[config.mk]
export PLATFORM = sky130hd
export DESIGN_NAME = rv32_int_core
export DESIGN_NICKNAME = d
export VERILOG_FILES = /design/src/logic/rv32_pkg.sv /design/src/logic/decode_stage.sv /design/src/logic/execute_stage.sv /design/src/logic/result_stage.sv /design/src/logic/rv32_int_core.sv
export VERILOG_INCLUDE_DIRS = /design/src /design/src/logic
export SDC_FILE = /design/constraint.sdc
export NUM_CORES = 2
export LEC_CHECK = 0
export ABC_AREA = 0
export BUFFER_PORTS_ARGS = -buffer_cell sky130_fd_sc_hd__buf_2
export CAP_MARGIN = 20
export CORE_MARGIN = 2
export CORE_UTILIZATION = 53
export CTS_CLUSTER_SIZE = 12
export DETAILED_ROUTE_END_ITERATION = 12
export HOLD_SLACK_MARGIN = 0.05
export PLACE_DENSITY = 0.73
export SLEW_MARGIN = 5
export SYNTH_ARGS = -nofsm -noshare
export SYNTH_HDL_FRONTEND = slang
export SYNTH_SLANG_ARGS = --single-unit
export TNS_END_PERCENT = 5
[constraint.sdc]
create_clock -name clk -period 9.4 [get_ports clk]
set_clock_uncertainty 0.1 [all_clocks]
set_input_delay 0.47 -clock clk [delete_from_list [all_inputs] [get_ports clk]]
set_output_delay 0.47 -clock clk [all_outputs]
set_load 0.01 [all_outputs]
[src/logic/rv32_params.svh]
`ifndef RV32_PARAMS_SVH
`define RV32_PARAMS_SVH

`define RV32_XLEN       32
`define RV32_REG_COUNT  32
`define RV32_REG_IDX_W  5
`define RV32_ALU_OP_W   4

`define RV32_OPC_OP     7'b0110011
`define RV32_OPC_OP_IMM 7'b0010011
`define RV32_OPC_LUI    7'b0110111

`define RV32_F7_BASE    7'b0000000
`define RV32_F7_ALT     7'b0100000    // sub, sra, srai
`define RV32_F7_MULDIV  7'b0000001

`define RV32_ALU_ADD    4'd0
`define RV32_ALU_SUB    4'd1
`define RV32_ALU_SLL    4'd2
`define RV32_ALU_SLT    4'd3
`define RV32_ALU_SLTU   4'd4
`define RV32_ALU_XOR    4'd5
`define RV32_ALU_SRL    4'd6
`define RV32_ALU_SRA    4'd7
`define RV32_ALU_OR     4'd8
`define RV32_ALU_AND    4'd9
`define RV32_ALU_MUL    4'd10
`define RV32_ALU_PASS_B 4'd11   // lui

`endif

[src/logic/rv32_pkg.sv]
`default_nettype none

`include "rv32_params.svh"

package rv32_pkg;

    typedef logic [`RV32_XLEN-1:0]      word_t;
    typedef logic [31:0]                inst_t;
    typedef logic [`RV32_REG_IDX_W-1:0] reg_idx_t;
    typedef logic [`RV32_ALU_OP_W-1:0]  alu_op_t;

endpackage : rv32_pkg

`default_nettype wire

[src/logic/decode_stage.sv]
`timescale 1ns/100ps
`default_nettype none

`include "rv32_params.svh"

module decode_stage (
    input  wire logic               clk,
    input  wire logic               rst,
    input  wire logic               inst_valid_i,
    input  wire rv32_pkg::inst_t    inst_i,
    input  wire rv32_pkg::word_t    rf_rs1_data_i,
    input  wire rv32_pkg::word_t    rf_rs2_data_i,
    input  wire logic               ex_comb_we_i,
    input  wire rv32_pkg::reg_idx_t ex_comb_rd_i,
    input  wire rv32_pkg::word_t    ex_comb_result_i,
    input  wire logic               ex_we_i,
    input  wire rv32_pkg::reg_idx_t ex_rd_i,
    input  wire rv32_pkg::word_t    ex_result_i,
    output rv32_pkg::reg_idx_t      rf_rs1_idx_o,
    output rv32_pkg::reg_idx_t      rf_rs2_idx_o,
    output logic                    dec_valid_o,
    output logic                    dec_we_o,
    output logic                    dec_illegal_o,
    output rv32_pkg::alu_op_t       dec_alu_op_o,
    output rv32_pkg::word_t         dec_op_a_o,
    output rv32_pkg::word_t         dec_op_b_o,
    output rv32_pkg::reg_idx_t      dec_rd_o
);

    logic [6:0]         opcode;
    logic [2:0]         funct3;
    logic [6:0]         funct7;
    rv32_pkg::reg_idx_t rd;
    rv32_pkg::word_t    imm_i, imm_u;
    rv32_pkg::word_t    rs1_val, rs2_val, op_b;
    rv32_pkg::alu_op_t  base_op, alu_op;
    logic               illegal;

    assign opcode = inst_i[6:0];
    assign rd     = inst_i[11:7];
    assign funct3 = inst_i[14:12];
    assign funct7 = inst_i[31:25];

    assign rf_rs1_idx_o = inst_i[19:15];
    assign rf_rs2_idx_o = inst_i[24:20];

    assign imm_i = {{(`RV32_XLEN-12){inst_i[31]}}, inst_i[31:20]};
    assign imm_u = {inst_i[31:12], 12'b0};

    // newest producer wins, x0 never forwards
    function automatic rv32_pkg::word_t fwd_operand(
        input rv32_pkg::reg_idx_t idx,
        input rv32_pkg::word_t    rf_data
    );
        rv32_pkg::word_t val;
        if (idx != '0 && ex_comb_we_i && ex_comb_rd_i == idx) begin
            val = ex_comb_result_i;
        end else if (idx != '0 && ex_we_i && ex_rd_i == idx) begin
            val = ex_result_i;
        end else begin
            val = rf_data;
        end
        return val;
    endfunction

    assign rs1_val = fwd_operand(rf_rs1_idx_o, rf_rs1_data_i);
    assign rs2_val = fwd_operand(rf_rs2_idx_o, rf_rs2_data_i);

    always_comb begin
        case (funct3)
            3'b000:  base_op = `RV32_ALU_ADD;
            3'b001:  base_op = `RV32_ALU_SLL;
            3'b010:  base_op = `RV32_ALU_SLT;
            3'b011:  base_op = `RV32_ALU_SLTU;
            3'b100:  base_op = `RV32_ALU_XOR;
            3'b101:  base_op = `RV32_ALU_SRL;
            3'b110:  base_op = `RV32_ALU_OR;
            default: base_op = `RV32_ALU_AND;
        endcase
    end

    always_comb begin
        alu_op  = base_op;
        op_b    = rs2_val;
        illegal = 1'b0;
        case (opcode)
            `RV32_OPC_OP: begin
                if (funct7 == `RV32_F7_ALT) begin
                    if (funct3 == 3'b000) begin
                        alu_op = `RV32_ALU_SUB;
                    end else if (funct3 == 3'b101) begin
                        alu_op = `RV32_ALU_SRA;
                    end else begin
                        illegal = 1'b1;
                    end
                end else if (funct7 == `RV32_F7_MULDIV) begin
                    alu_op  = `RV32_ALU_MUL;
                    illegal = (funct3 != 3'b000);    // only mul, no div/rem/mulh
                end else if (funct7 != `RV32_F7_BASE) begin
                    illegal = 1'b1;
                end
            end
            `RV32_OPC_OP_IMM: begin
                op_b = imm_i;    // shift amount sits in imm_i[4:0]
                if (funct3 == 3'b001) begin
                    illegal = (funct7 != `RV32_F7_BASE);
                end else if (funct3 == 3'b101) begin
                    if (funct7 == `RV32_F7_ALT) begin
                        alu_op = `RV32_ALU_SRA;
                    end else if (funct7 != `RV32_F7_BASE) begin
                        illegal = 1'b1;
                    end
                end
            end
            `RV32_OPC_LUI: begin
                alu_op = `RV32_ALU_PASS_B;
                op_b   = imm_u;
            end
            default: illegal = 1'b1;
        endcase
    end

    always_ff @(posedge clk) begin
        if (rst) begin
            dec_valid_o   <= 1'b0;
            dec_we_o      <= 1'b0;
            dec_illegal_o <= 1'b0;
        end else begin
            dec_valid_o   <= inst_valid_i;
            dec_we_o      <= inst_valid_i && !illegal && rd != '0;
            dec_illegal_o <= inst_valid_i && illegal;
        end
    end

    always_ff @(posedge clk) begin
        dec_alu_op_o <= alu_op;
        dec_op_a_o   <= rs1_val;
        dec_op_b_o   <= op_b;
        dec_rd_o     <= rd;
    end

endmodule : decode_stage

`default_nettype wire

[src/logic/execute_stage.sv]
`timescale 1ns/100ps
`default_nettype none

`include "rv32_params.svh"

module execute_stage (
    input  wire logic               clk,
    input  wire logic               rst,
    input  wire logic               dec_valid_i,
    input  wire logic               dec_we_i,
    input  wire logic               dec_illegal_i,
    input  wire rv32_pkg::alu_op_t  dec_alu_op_i,
    input  wire rv32_pkg::word_t    dec_op_a_i,
    input  wire rv32_pkg::word_t    dec_op_b_i,
    input  wire rv32_pkg::reg_idx_t dec_rd_i,
    output logic                    ex_comb_we_o,
    output rv32_pkg::reg_idx_t      ex_comb_rd_o,
    output rv32_pkg::word_t         ex_comb_result_o,
    output logic                    ex_valid_o,
    output logic                    ex_we_o,
    output logic                    ex_illegal_o,
    output rv32_pkg::reg_idx_t      ex_rd_o,
    output rv32_pkg::word_t         ex_result_o
);

    rv32_pkg::word_t result;
    logic [4:0]      shamt;
    logic            lt_s, lt_u;

    assign shamt = dec_op_b_i[4:0];
    assign lt_s  = $signed(dec_op_a_i) < $signed(dec_op_b_i);
    assign lt_u  = dec_op_a_i < dec_op_b_i;

    always_comb begin
        case (dec_alu_op_i)
            `RV32_ALU_ADD:    result = dec_op_a_i + dec_op_b_i;
            `RV32_ALU_SUB:    result = dec_op_a_i - dec_op_b_i;
            `RV32_ALU_SLL:    result = dec_op_a_i << shamt;
            `RV32_ALU_SLT:    result = {{(`RV32_XLEN-1){1'b0}}, lt_s};
            `RV32_ALU_SLTU:   result = {{(`RV32_XLEN-1){1'b0}}, lt_u};
            `RV32_ALU_XOR:    result = dec_op_a_i ^ dec_op_b_i;
            `RV32_ALU_SRL:    result = dec_op_a_i >> shamt;
            `RV32_ALU_SRA:    result = $signed(dec_op_a_i) >>> shamt;
            `RV32_ALU_OR:     result = dec_op_a_i | dec_op_b_i;
            `RV32_ALU_AND:    result = dec_op_a_i & dec_op_b_i;
            `RV32_ALU_MUL:    result = dec_op_a_i * dec_op_b_i;   // low word only
            `RV32_ALU_PASS_B: result = dec_op_b_i;
            default:          result = '0;
        endcase
    end

    // same-cycle forwarding back to decode
    assign ex_comb_we_o     = dec_we_i;
    assign ex_comb_rd_o     = dec_rd_i;
    assign ex_comb_result_o = result;

    always_ff @(posedge clk) begin
        if (rst) begin
            ex_valid_o   <= 1'b0;
            ex_we_o      <= 1'b0;
            ex_illegal_o <= 1'b0;
        end else begin
            ex_valid_o   <= dec_valid_i;
            ex_we_o      <= dec_we_i;
            ex_illegal_o <= dec_illegal_i;
        end
    end

    always_ff @(posedge clk) begin
        ex_rd_o     <= dec_rd_i;
        ex_result_o <= result;
    end

endmodule : execute_stage

`default_nettype wire

[src/logic/result_stage.sv]
`timescale 1ns/100ps
`default_nettype none

`include "rv32_params.svh"

module result_stage (
    input  wire logic               clk,
    input  wire logic               rst,
    input  wire logic               ex_valid_i,
    input  wire logic               ex_we_i,
    input  wire logic               ex_illegal_i,
    input  wire rv32_pkg::reg_idx_t ex_rd_i,
    input  wire rv32_pkg::word_t    ex_result_i,
    input  wire rv32_pkg::reg_idx_t rf_rs1_idx_i,
    input  wire rv32_pkg::reg_idx_t rf_rs2_idx_i,
    output rv32_pkg::word_t         rf_rs1_data_o,
    output rv32_pkg::word_t         rf_rs2_data_o,
    output logic                    wb_valid_o,
    output rv32_pkg::reg_idx_t      wb_rd_o,
    output rv32_pkg::word_t         wb_data_o,
    output logic                    illegal_o
);

    rv32_pkg::word_t regs [1:`RV32_REG_COUNT-1];   // x0 is not stored

    always_ff @(posedge clk) begin
        if (rst) begin
            for (int i = 1; i < `RV32_REG_COUNT; i++) begin
                regs[i] <= '0;
            end
        end else if (ex_we_i && ex_rd_i != '0) begin
            regs[ex_rd_i] <= ex_result_i;
        end
    end

    assign rf_rs1_data_o = (rf_rs1_idx_i == '0) ? '0 : regs[rf_rs1_idx_i];
    assign rf_rs2_data_o = (rf_rs2_idx_i == '0) ? '0 : regs[rf_rs2_idx_i];

    always_ff @(posedge clk) begin
        if (rst) begin
            wb_valid_o <= 1'b0;
            illegal_o  <= 1'b0;
        end else begin
            wb_valid_o <= ex_valid_i && ex_we_i;
            illegal_o  <= ex_valid_i && ex_illegal_i;
        end
    end

    // same edge as the register write
    always_ff @(posedge clk) begin
        wb_rd_o   <= ex_rd_i;
        wb_data_o <= ex_result_i;
    end

endmodule : result_stage

`default_nettype wire

[src/logic/rv32_int_core.sv]
`timescale 1ns/100ps
`default_nettype none

module rv32_int_core (
    input  wire logic               clk,
    input  wire logic               rst,
    input  wire logic               inst_valid_i,
    input  wire rv32_pkg::inst_t    inst_i,
    output logic                    wb_valid_o,
    output rv32_pkg::reg_idx_t      wb_rd_o,
    output rv32_pkg::word_t         wb_data_o,
    output logic                    illegal_o
);

    rv32_pkg::reg_idx_t rf_rs1_idx, rf_rs2_idx;
    rv32_pkg::word_t    rf_rs1_data, rf_rs2_data;

    logic               dec_valid, dec_we, dec_illegal;
    rv32_pkg::alu_op_t  dec_alu_op;
    rv32_pkg::word_t    dec_op_a, dec_op_b;
    rv32_pkg::reg_idx_t dec_rd;

    logic               ex_comb_we;     // result still being computed
    rv32_pkg::reg_idx_t ex_comb_rd;
    rv32_pkg::word_t    ex_comb_result;

    logic               ex_valid, ex_we, ex_illegal;
    rv32_pkg::reg_idx_t ex_rd;
    rv32_pkg::word_t    ex_result;

    decode_stage decode_i (
        .clk(clk), .rst(rst),
        .inst_valid_i(inst_valid_i), .inst_i(inst_i),
        .rf_rs1_data_i(rf_rs1_data), .rf_rs2_data_i(rf_rs2_data),
        .ex_comb_we_i(ex_comb_we), .ex_comb_rd_i(ex_comb_rd),
        .ex_comb_result_i(ex_comb_result),
        .ex_we_i(ex_we), .ex_rd_i(ex_rd), .ex_result_i(ex_result),
        .rf_rs1_idx_o(rf_rs1_idx), .rf_rs2_idx_o(rf_rs2_idx),
        .dec_valid_o(dec_valid), .dec_we_o(dec_we), .dec_illegal_o(dec_illegal),
        .dec_alu_op_o(dec_alu_op), .dec_op_a_o(dec_op_a), .dec_op_b_o(dec_op_b),
        .dec_rd_o(dec_rd)
    );

    execute_stage execute_i (
        .clk(clk), .rst(rst),
        .dec_valid_i(dec_valid), .dec_we_i(dec_we), .dec_illegal_i(dec_illegal),
        .dec_alu_op_i(dec_alu_op), .dec_op_a_i(dec_op_a), .dec_op_b_i(dec_op_b),
        .dec_rd_i(dec_rd),
        .ex_comb_we_o(ex_comb_we), .ex_comb_rd_o(ex_comb_rd),
        .ex_comb_result_o(ex_comb_result),
        .ex_valid_o(ex_valid), .ex_we_o(ex_we), .ex_illegal_o(ex_illegal),
        .ex_rd_o(ex_rd), .ex_result_o(ex_result)
    );

    result_stage result_i (
        .clk(clk), .rst(rst),
        .ex_valid_i(ex_valid), .ex_we_i(ex_we), .ex_illegal_i(ex_illegal),
        .ex_rd_i(ex_rd), .ex_result_i(ex_result),
        .rf_rs1_idx_i(rf_rs1_idx), .rf_rs2_idx_i(rf_rs2_idx),
        .rf_rs1_data_o(rf_rs1_data), .rf_rs2_data_o(rf_rs2_data),
        .wb_valid_o(wb_valid_o), .wb_rd_o(wb_rd_o), .wb_data_o(wb_data_o),
        .illegal_o(illegal_o)
    );

endmodule : rv32_int_core

`default_nettype wire

# Word level (Yosys, flattened, before mapping)
# Memories as Yosys holds them, arrays and structs flattened.
# Cells that the tools add are included.
dict set report classes {
  addsub 2
  multipliers 1
  n_lt_le_gt_ge 2
  eq_ne 26
  shifts 3
  n_mux 34
  bitwise 3
  reduce_logical 26
}
# cell n
set ops {}
lappend ops {{$pmux W32 S12} 1}
lappend ops {{$mux W32} 7}
lappend ops {{$lt A32 B32 Y1} 2}
lappend ops {{$pmux W32 S2} 1}
lappend ops {{$add A32 B32 Y32} 1}
lappend ops {{$and A32 B32 Y32} 1}
lappend ops {{$mul A32 B32 Y32} 1}
lappend ops {{$or A32 B32 Y32} 1}
lappend ops {{$reduce_or A32 Y1} 1}
lappend ops {{$shl A32 B5 Y32} 1}
lappend ops {{$shr A32 B5 Y32} 1}
lappend ops {{$sshr A32 B5 Y32} 1}
lappend ops {{$sub A32 B32 Y32} 1}
lappend ops {{$xor A32 B32 Y32} 1}
lappend ops {{$mux W4} 7}
lappend ops {{$pmux W4 S7} 1}
lappend ops {{$eq A7 B6 Y1 const B} 3}
lappend ops {{$eq A5 B5 Y1} 4}
lappend ops {{$reduce_bool A5 Y1} 4}
lappend ops {{$eq A4 B3 Y1 const B} 4}
lappend ops {{$eq A4 B4 Y1 const B} 4}
lappend ops {{$logic_and A1 B1 Y1} 14}
lappend ops {{$mux W1} 14}
lappend ops {{$pmux W4 S3} 1}
lappend ops {{15 further kinds} 20}
dict set report word_totals {
  ff_bits 155
  ramBits 992
  inputBits 35
  out_inout_bits 39
  word_cells 114
  n_memories 1
}
# name depth word_bits rd rd_clocked_by_memory_dff wr line_no
set mem_list {}
lappend mem_list {result_i.regs 31 32 2 0 31 result_stage.sv:24} ;# rv32_pkg::word_t regs [1:`RV32_REG_COUNT-1];

# Logic depth before layout (Yosys ltp)
dict set report depth {
  word_depth 9
  mapped_depth 30
  depth_no_buf 27
}

# Modules after synthesis
# From an unflattened synthesis, not the netlist that was laid out.
dict set report hier_totals {
  cells_unflattened 7164
  area_unflattened_um2 84235.8
}
# module instances cells_per_inst area_per_inst_um2 seq_area_each_um2
set by_module_without_submodules {}
lappend by_module_without_submodules {result_stage 1 3672 55311.8 31530.2}
lappend by_module_without_submodules {execute_stage 1 3015 24694.9 800.8}
lappend by_module_without_submodules {decode_stage 1 477 4229.1 1521.5}

# Worst setup path after synthesis
# Ideal clock, no wire load.
dict set report synth_timing {
  path_type {reg2reg}
  from {reg decode_i.dec_op_b_o[2]}
  to {reg decode_i.dec_op_a_o[26]}
  setup_time_ps 121
  arrival_ps 8441
  t_required_ps 9179
  path_slack_ps 738
  path_stages_with_launch 30
  n_path_buf 5
  synth_period_minus_slack_ps 8662
  path_cell_list {dfxtp_1 clkbuf_1 inv_2 buf_1 buf_1 clkbuf_1 buf_1 nor2_1 fa_1 inv_1 fa_1 fa_1 fa_1 inv_1 fa_1 inv_1 fa_1 inv_1 fa_1 fa_1 ha_1 nand4_1 or2_2 a211oi_1 nor2_1 nor2b_1 a41oi_1 xnor2_1 a221o_1 mux2_2}
}
dict set report synth_via {
  elab_chain_cells 3
  elab_cells_between_ends 8
  cone_classes {add/sub: 2; mul: 1; shift: 3; mux: 2}
}
# item line_no
set synth_lines {}
lappend synth_lines {{from (decl)} decode_stage.sv:26} ;# output rv32_pkg::word_t dec_op_b_o,
lappend synth_lines {{from (signal assigned)} decode_stage.sv:138} ;# dec_op_b_o <= op_b;
lappend synth_lines {{$mul A32 B32 Y32, or another cell as far along} execute_stage.sv:46} ;# `RV32_ALU_MUL: result = dec_op_a_i * dec_op_b_i;
lappend synth_lines {{$pmux W32 S12 *} execute_stage.sv:35} ;# case (dec_alu_op_i)
lappend synth_lines {{named net decode_i.ex_comb_result_i[26]} decode_stage.sv:15} ;# input wire rv32_pkg::word_t ex_comb_result_i,
lappend synth_lines {{$mux W32 *} decode_stage.sv:56} ;# if (idx != '0 && ex_comb_we_i && ex_comb_rd_i == idx) begin
lappend synth_lines {{named net decode_i.rs1_val[26]} decode_stage.sv:35} ;# rv32_pkg::word_t rs1_val, rs2_val, op_b;
lappend synth_lines {{to (signal assigned)} decode_stage.sv:137} ;# dec_op_a_o <= rs1_val;
lappend synth_lines {{to (decl)} decode_stage.sv:25} ;# output rv32_pkg::word_t dec_op_a_o,
# Mark *: on every way through the listed nets, which the timed path passes. The rest lies on a longest branch.
# A chain may end at the register's enable or synchronous reset.

# Final worst setup path
dict set report layout_timing {
  from {reg decode_i.dec_op_b_o[7]}
  to {reg decode_i.dec_op_b_o[21]}
}
dict set report layout_via {
  elab_chain_cells 4
  elab_cells_between_ends 6
  cone_classes {add/sub: 2; mul: 1; mux: 3}
}
# item line_no
set layout_lines {}
lappend layout_lines {{$mul A32 B32 Y32, or another cell as far along} execute_stage.sv:46}
lappend layout_lines {{$pmux W32 S12 *} execute_stage.sv:35}
lappend layout_lines {{$mux W32 *} decode_stage.sv:56}
lappend layout_lines {{$pmux W32 S2 *} decode_stage.sv:86} ;# case (opcode)
lappend layout_lines {{named net decode_i.op_b[21]} decode_stage.sv:35}
# Marked as above.

==> flow_summary.ini <==
[sta]
relSlewSlack = 0.169
whs_ns = 0.126
tns_ns = 0
hold_violations = 0
finalCritPeriodShare = 0.923
min_period_ns = 8.68
slew_violations = 0
rsz0062_at_grt = false
max_clock_freq_mhz = 115
worst_slew_pin_slew_ns = 1.23
setup_viol = 0

[logic_synthesis]
synth.most_common_cell = edfxtp_1
ys_types = 82
ys_async_sr_fraction = 0
yosys.area.top_type = edfxtp_1
netlist_area_sq_mm = 0.0830
avgSynthCellArea_sq_um = 12.4
synth_common_cells = 1024 x edfxtp_1, 1002 x and2_1, 696 x mux4_2
synth_edf_count = 1024
synth_ff_type = edfxtp_1
synth.top_cell.area_share = 0.371
synthTopCellsByArea = edfxtp_1 37%, mux4_2 19%, fa_1 9.9%
ys_seq_area_frac = 0.408
postSynthCellCount = 6712
ys_seq_elements = 1179
yosysWarnings = 0

[critical_path]
cpMostUsedCell = fa_1
cp_data_arrival_time_ns = 9.19
crit_fanout = 15
cp_slowest_cell = a221oi_1
cp-start-kind = flop
crit_required_ns = 9.91
crit_path_max_incr_delay_ns = 0.79
regToRegSetupSlack_ns = 0.72
worst-setup-path-type = flop to flop
r2r_cells = 23
r2r_end = decode_i.dec_op_b_o[21]
cp-end-kind = flop
path_cells = inv_1 > buf_4 > nor2_1 > fa_1 > fa_1 > inv_1 > fa_1 > fa_1 > inv_1 > ha_1 > ha_1 > fa_1 > fa_1 > ha_1 > a21o_1 > a21oi_1 > nor4b_1 > or3_1 > o21ai_0 > nand3_1 > mux2i_1 > a221oi_1 > o21ai_0
r2r_start = decode_i.dec_op_b_o[7]

[floorplanning]
die_h_um = 400
initial_utilization = 0.532
die_w_um = 400
row_count = 145
dieArea_sq_mm = 0.160
io_pins = 74
core_sq_mm = 0.156

[drt]
drtPass1Iterations = 6
drt_wl_total_um = 315000
drc = 0
drt_iter0_drc = 8802
dr_total_vias = 60519
ant_nets = 0
wire_per_inst_um = 35.7
detail_route.vias_per_cell = 6.88

[hold_path]
holdCritStartpoint = inst_i[22]
hold_end = decode_i.dec_op_b_o[2]
hold_depth = 2
hold_path.class = primary input to flop

[cells_and_area]
drive_gt1_frac = 0.203
final_util = 0.582
nets = 7297
fillCellCount = 12312
final_area_sq_mm = 0.0907
syn_to_final_growth_pct = 9.32

[run]
maxCapViolations = 0

[clock_tree]
cts_sinks = 1179
insertion_delay_ns = 0.82
cts_tree = built
clockBufferDepth = 3
cts-htree-levels = 4
clk_pin_slew_worst_paths_ns = 0.07
cts-root-buf = clkbuf_16
cts_buffers = 133

[power_and_ir_drop]
power.leakage_nw = 35.1
vdd_ir_drop_max_mv = 0.940
power_density_mw_per_mm2 = 364
finalPower_mw = 33.0

[grt]
grt_use_total = 0.399
grt_max_degree = 116
gr-total-overflow = 0
grt_pass1_wl_um = 447000
antenna_found_initial = 18
grt_pass1_vias = 61506

[placed_design]
dpl-instance-area_sq_mm = 0.0860
place_hpwl_um = 212000
place.gp.congestion = 1.07
numPortBuffers = 73

[status]
status = completed
-- cells by family after synthesis --
logic type,share of synthesized area
muxes,0.206
AOI/OAI and AO/OA,0.0581
xor gates and xnor gates,0.0114
other,0.0000452
adders and majority gates,0.132
and+or+nand+nor,0.135
DFF,0.408
buffers and inverters,0.0499
-- power breakdown --
| group | internal, mW | switching [mW] | leakage (nW) | total, mW |
|---|---|---|---|---|
| logic | 7.58 | 13.8 | 21.2 | 21.4 |
| clock network | 2.79 | 2.31 | 2.02 | 5.09 |
| registers | 6.07 | 0.403 | 11.9 | 6.47 |
| total | 16.4 | 16.5 | 35.1 | 33.0 |
-- state kept, by name, summed over array words and instances, names as in the netlist, 4 cells and up --
name                   cells
decode_i.dec_alu_op_o      4
decode_i.dec_op_a_o       32
decode_i.dec_op_b_o       32
decode_i.dec_rd_o          5
execute_i.ex_rd_o          5
execute_i.ex_result_o     32
result_i.regs           1024
result_i.wb_data_o        32
result_i.wb_rd_o           5
-- how the worst max path moves through the flow --
stage          slack (ns)                 endpoint  depth (start not counted)                   start
6_report             0.72  decode_i.dec_op_b_o[21]                         23  decode_i.dec_op_b_o[7]
5_1_grt              0.44  decode_i.dec_op_a_o[30]                         24  decode_i.dec_op_b_o[7]
4_1_cts              0.91  decode_i.dec_op_b_o[21]                         23  decode_i.dec_op_b_o[7]
3_5_place_dp         0.94  decode_i.dec_op_b_o[21]                         23  decode_i.dec_op_b_o[7]
3_3_place_gp         0.99  decode_i.dec_op_b_o[21]                         23  decode_i.dec_op_b_o[7]
2_1_floorplan        0.74  decode_i.dec_op_a_o[26]                         29  decode_i.dec_op_b_o[2]
-- metal layers --
layer,global-route usage,share of wire,up-vias
met5,0,0.00032,-
met4,0.237,0.072,14
met3,0.123,0.13,1160
met2,0.614,0.45,4733
met1,0.498,0.34,30696
li1,-,-,23916
-- metrics by stage --
step                cells  setup WS, ns
global route         8794         0.437
global placement     8520         0.994
CTS                  8781         0.905
floorplan            6743         0.739
detailed placement   8525         0.936
finish               8801         0.724
-- critical path: cells and delay by family, from the launching register on --
kind | cells | cell delay [ns]
DFF | 1 | 0.65
muxes | 1 | 0.21
and+or+nand+nor | 4 | 1.03
AOI/OAI and AO/OA | 5 | 1.91
buffers and inverters | 4 | 0.73
adders and majority gates | 9 | 3.81
-- cell type report --
type	instances	area [sq um]	share of cell area
multi-input cells	4474	45400	0.501
flip-flops and latches	1179	33900	0.373
clock buffers	174	3540	0.0391
repair buffers	339	2720	0.0300
well taps	2058	2570	0.0284
inverters	505	1900	0.0209
clock inverters	64	684	0.00755
diodes	8	20.0	0.000221
-- cell usage in the layout, fill, tap and decap left out, drive strengths merged, types with 12 or more instances in the layout --
master	netlist	final
a211o	12	12
a211oi	22	22
a21o	32	32
a21oi	203	203
a221o	13	13
a221oi	66	66
a22oi	17	17
a31oi	23	23
and2	1002	1002
and3	12	12
buf	117	318
clkbuf	468	177
clkinv	11	64
conb	1	32
dfxtp	155	155
dlygate4sd3	0	18
edfxtp	1024	1024
fa	410	410
ha	220	220
inv	494	497
mux2	59	59
mux2i	73	73
mux4	696	696
nand2	357	357
nand2b	20	20
nand3	43	43
nor2	538	538
nor2b	25	25
nor3	50	50
nor4	15	15
o211ai	25	25
o21ai	151	151
o21bai	21	21
o221ai	13	13
o22ai	20	20
or2	41	41
xnor2	87	87
xor2	21	21
-- repair_timing --
action	in CTS	in global routing
setup endpoints to repair	0	0
hold endpoints to repair	18	0
hold buffers	18	0
buffers inserted	0	0
resized for setup	0	0
No activity file was read; power rests on OpenSTA's default activity.
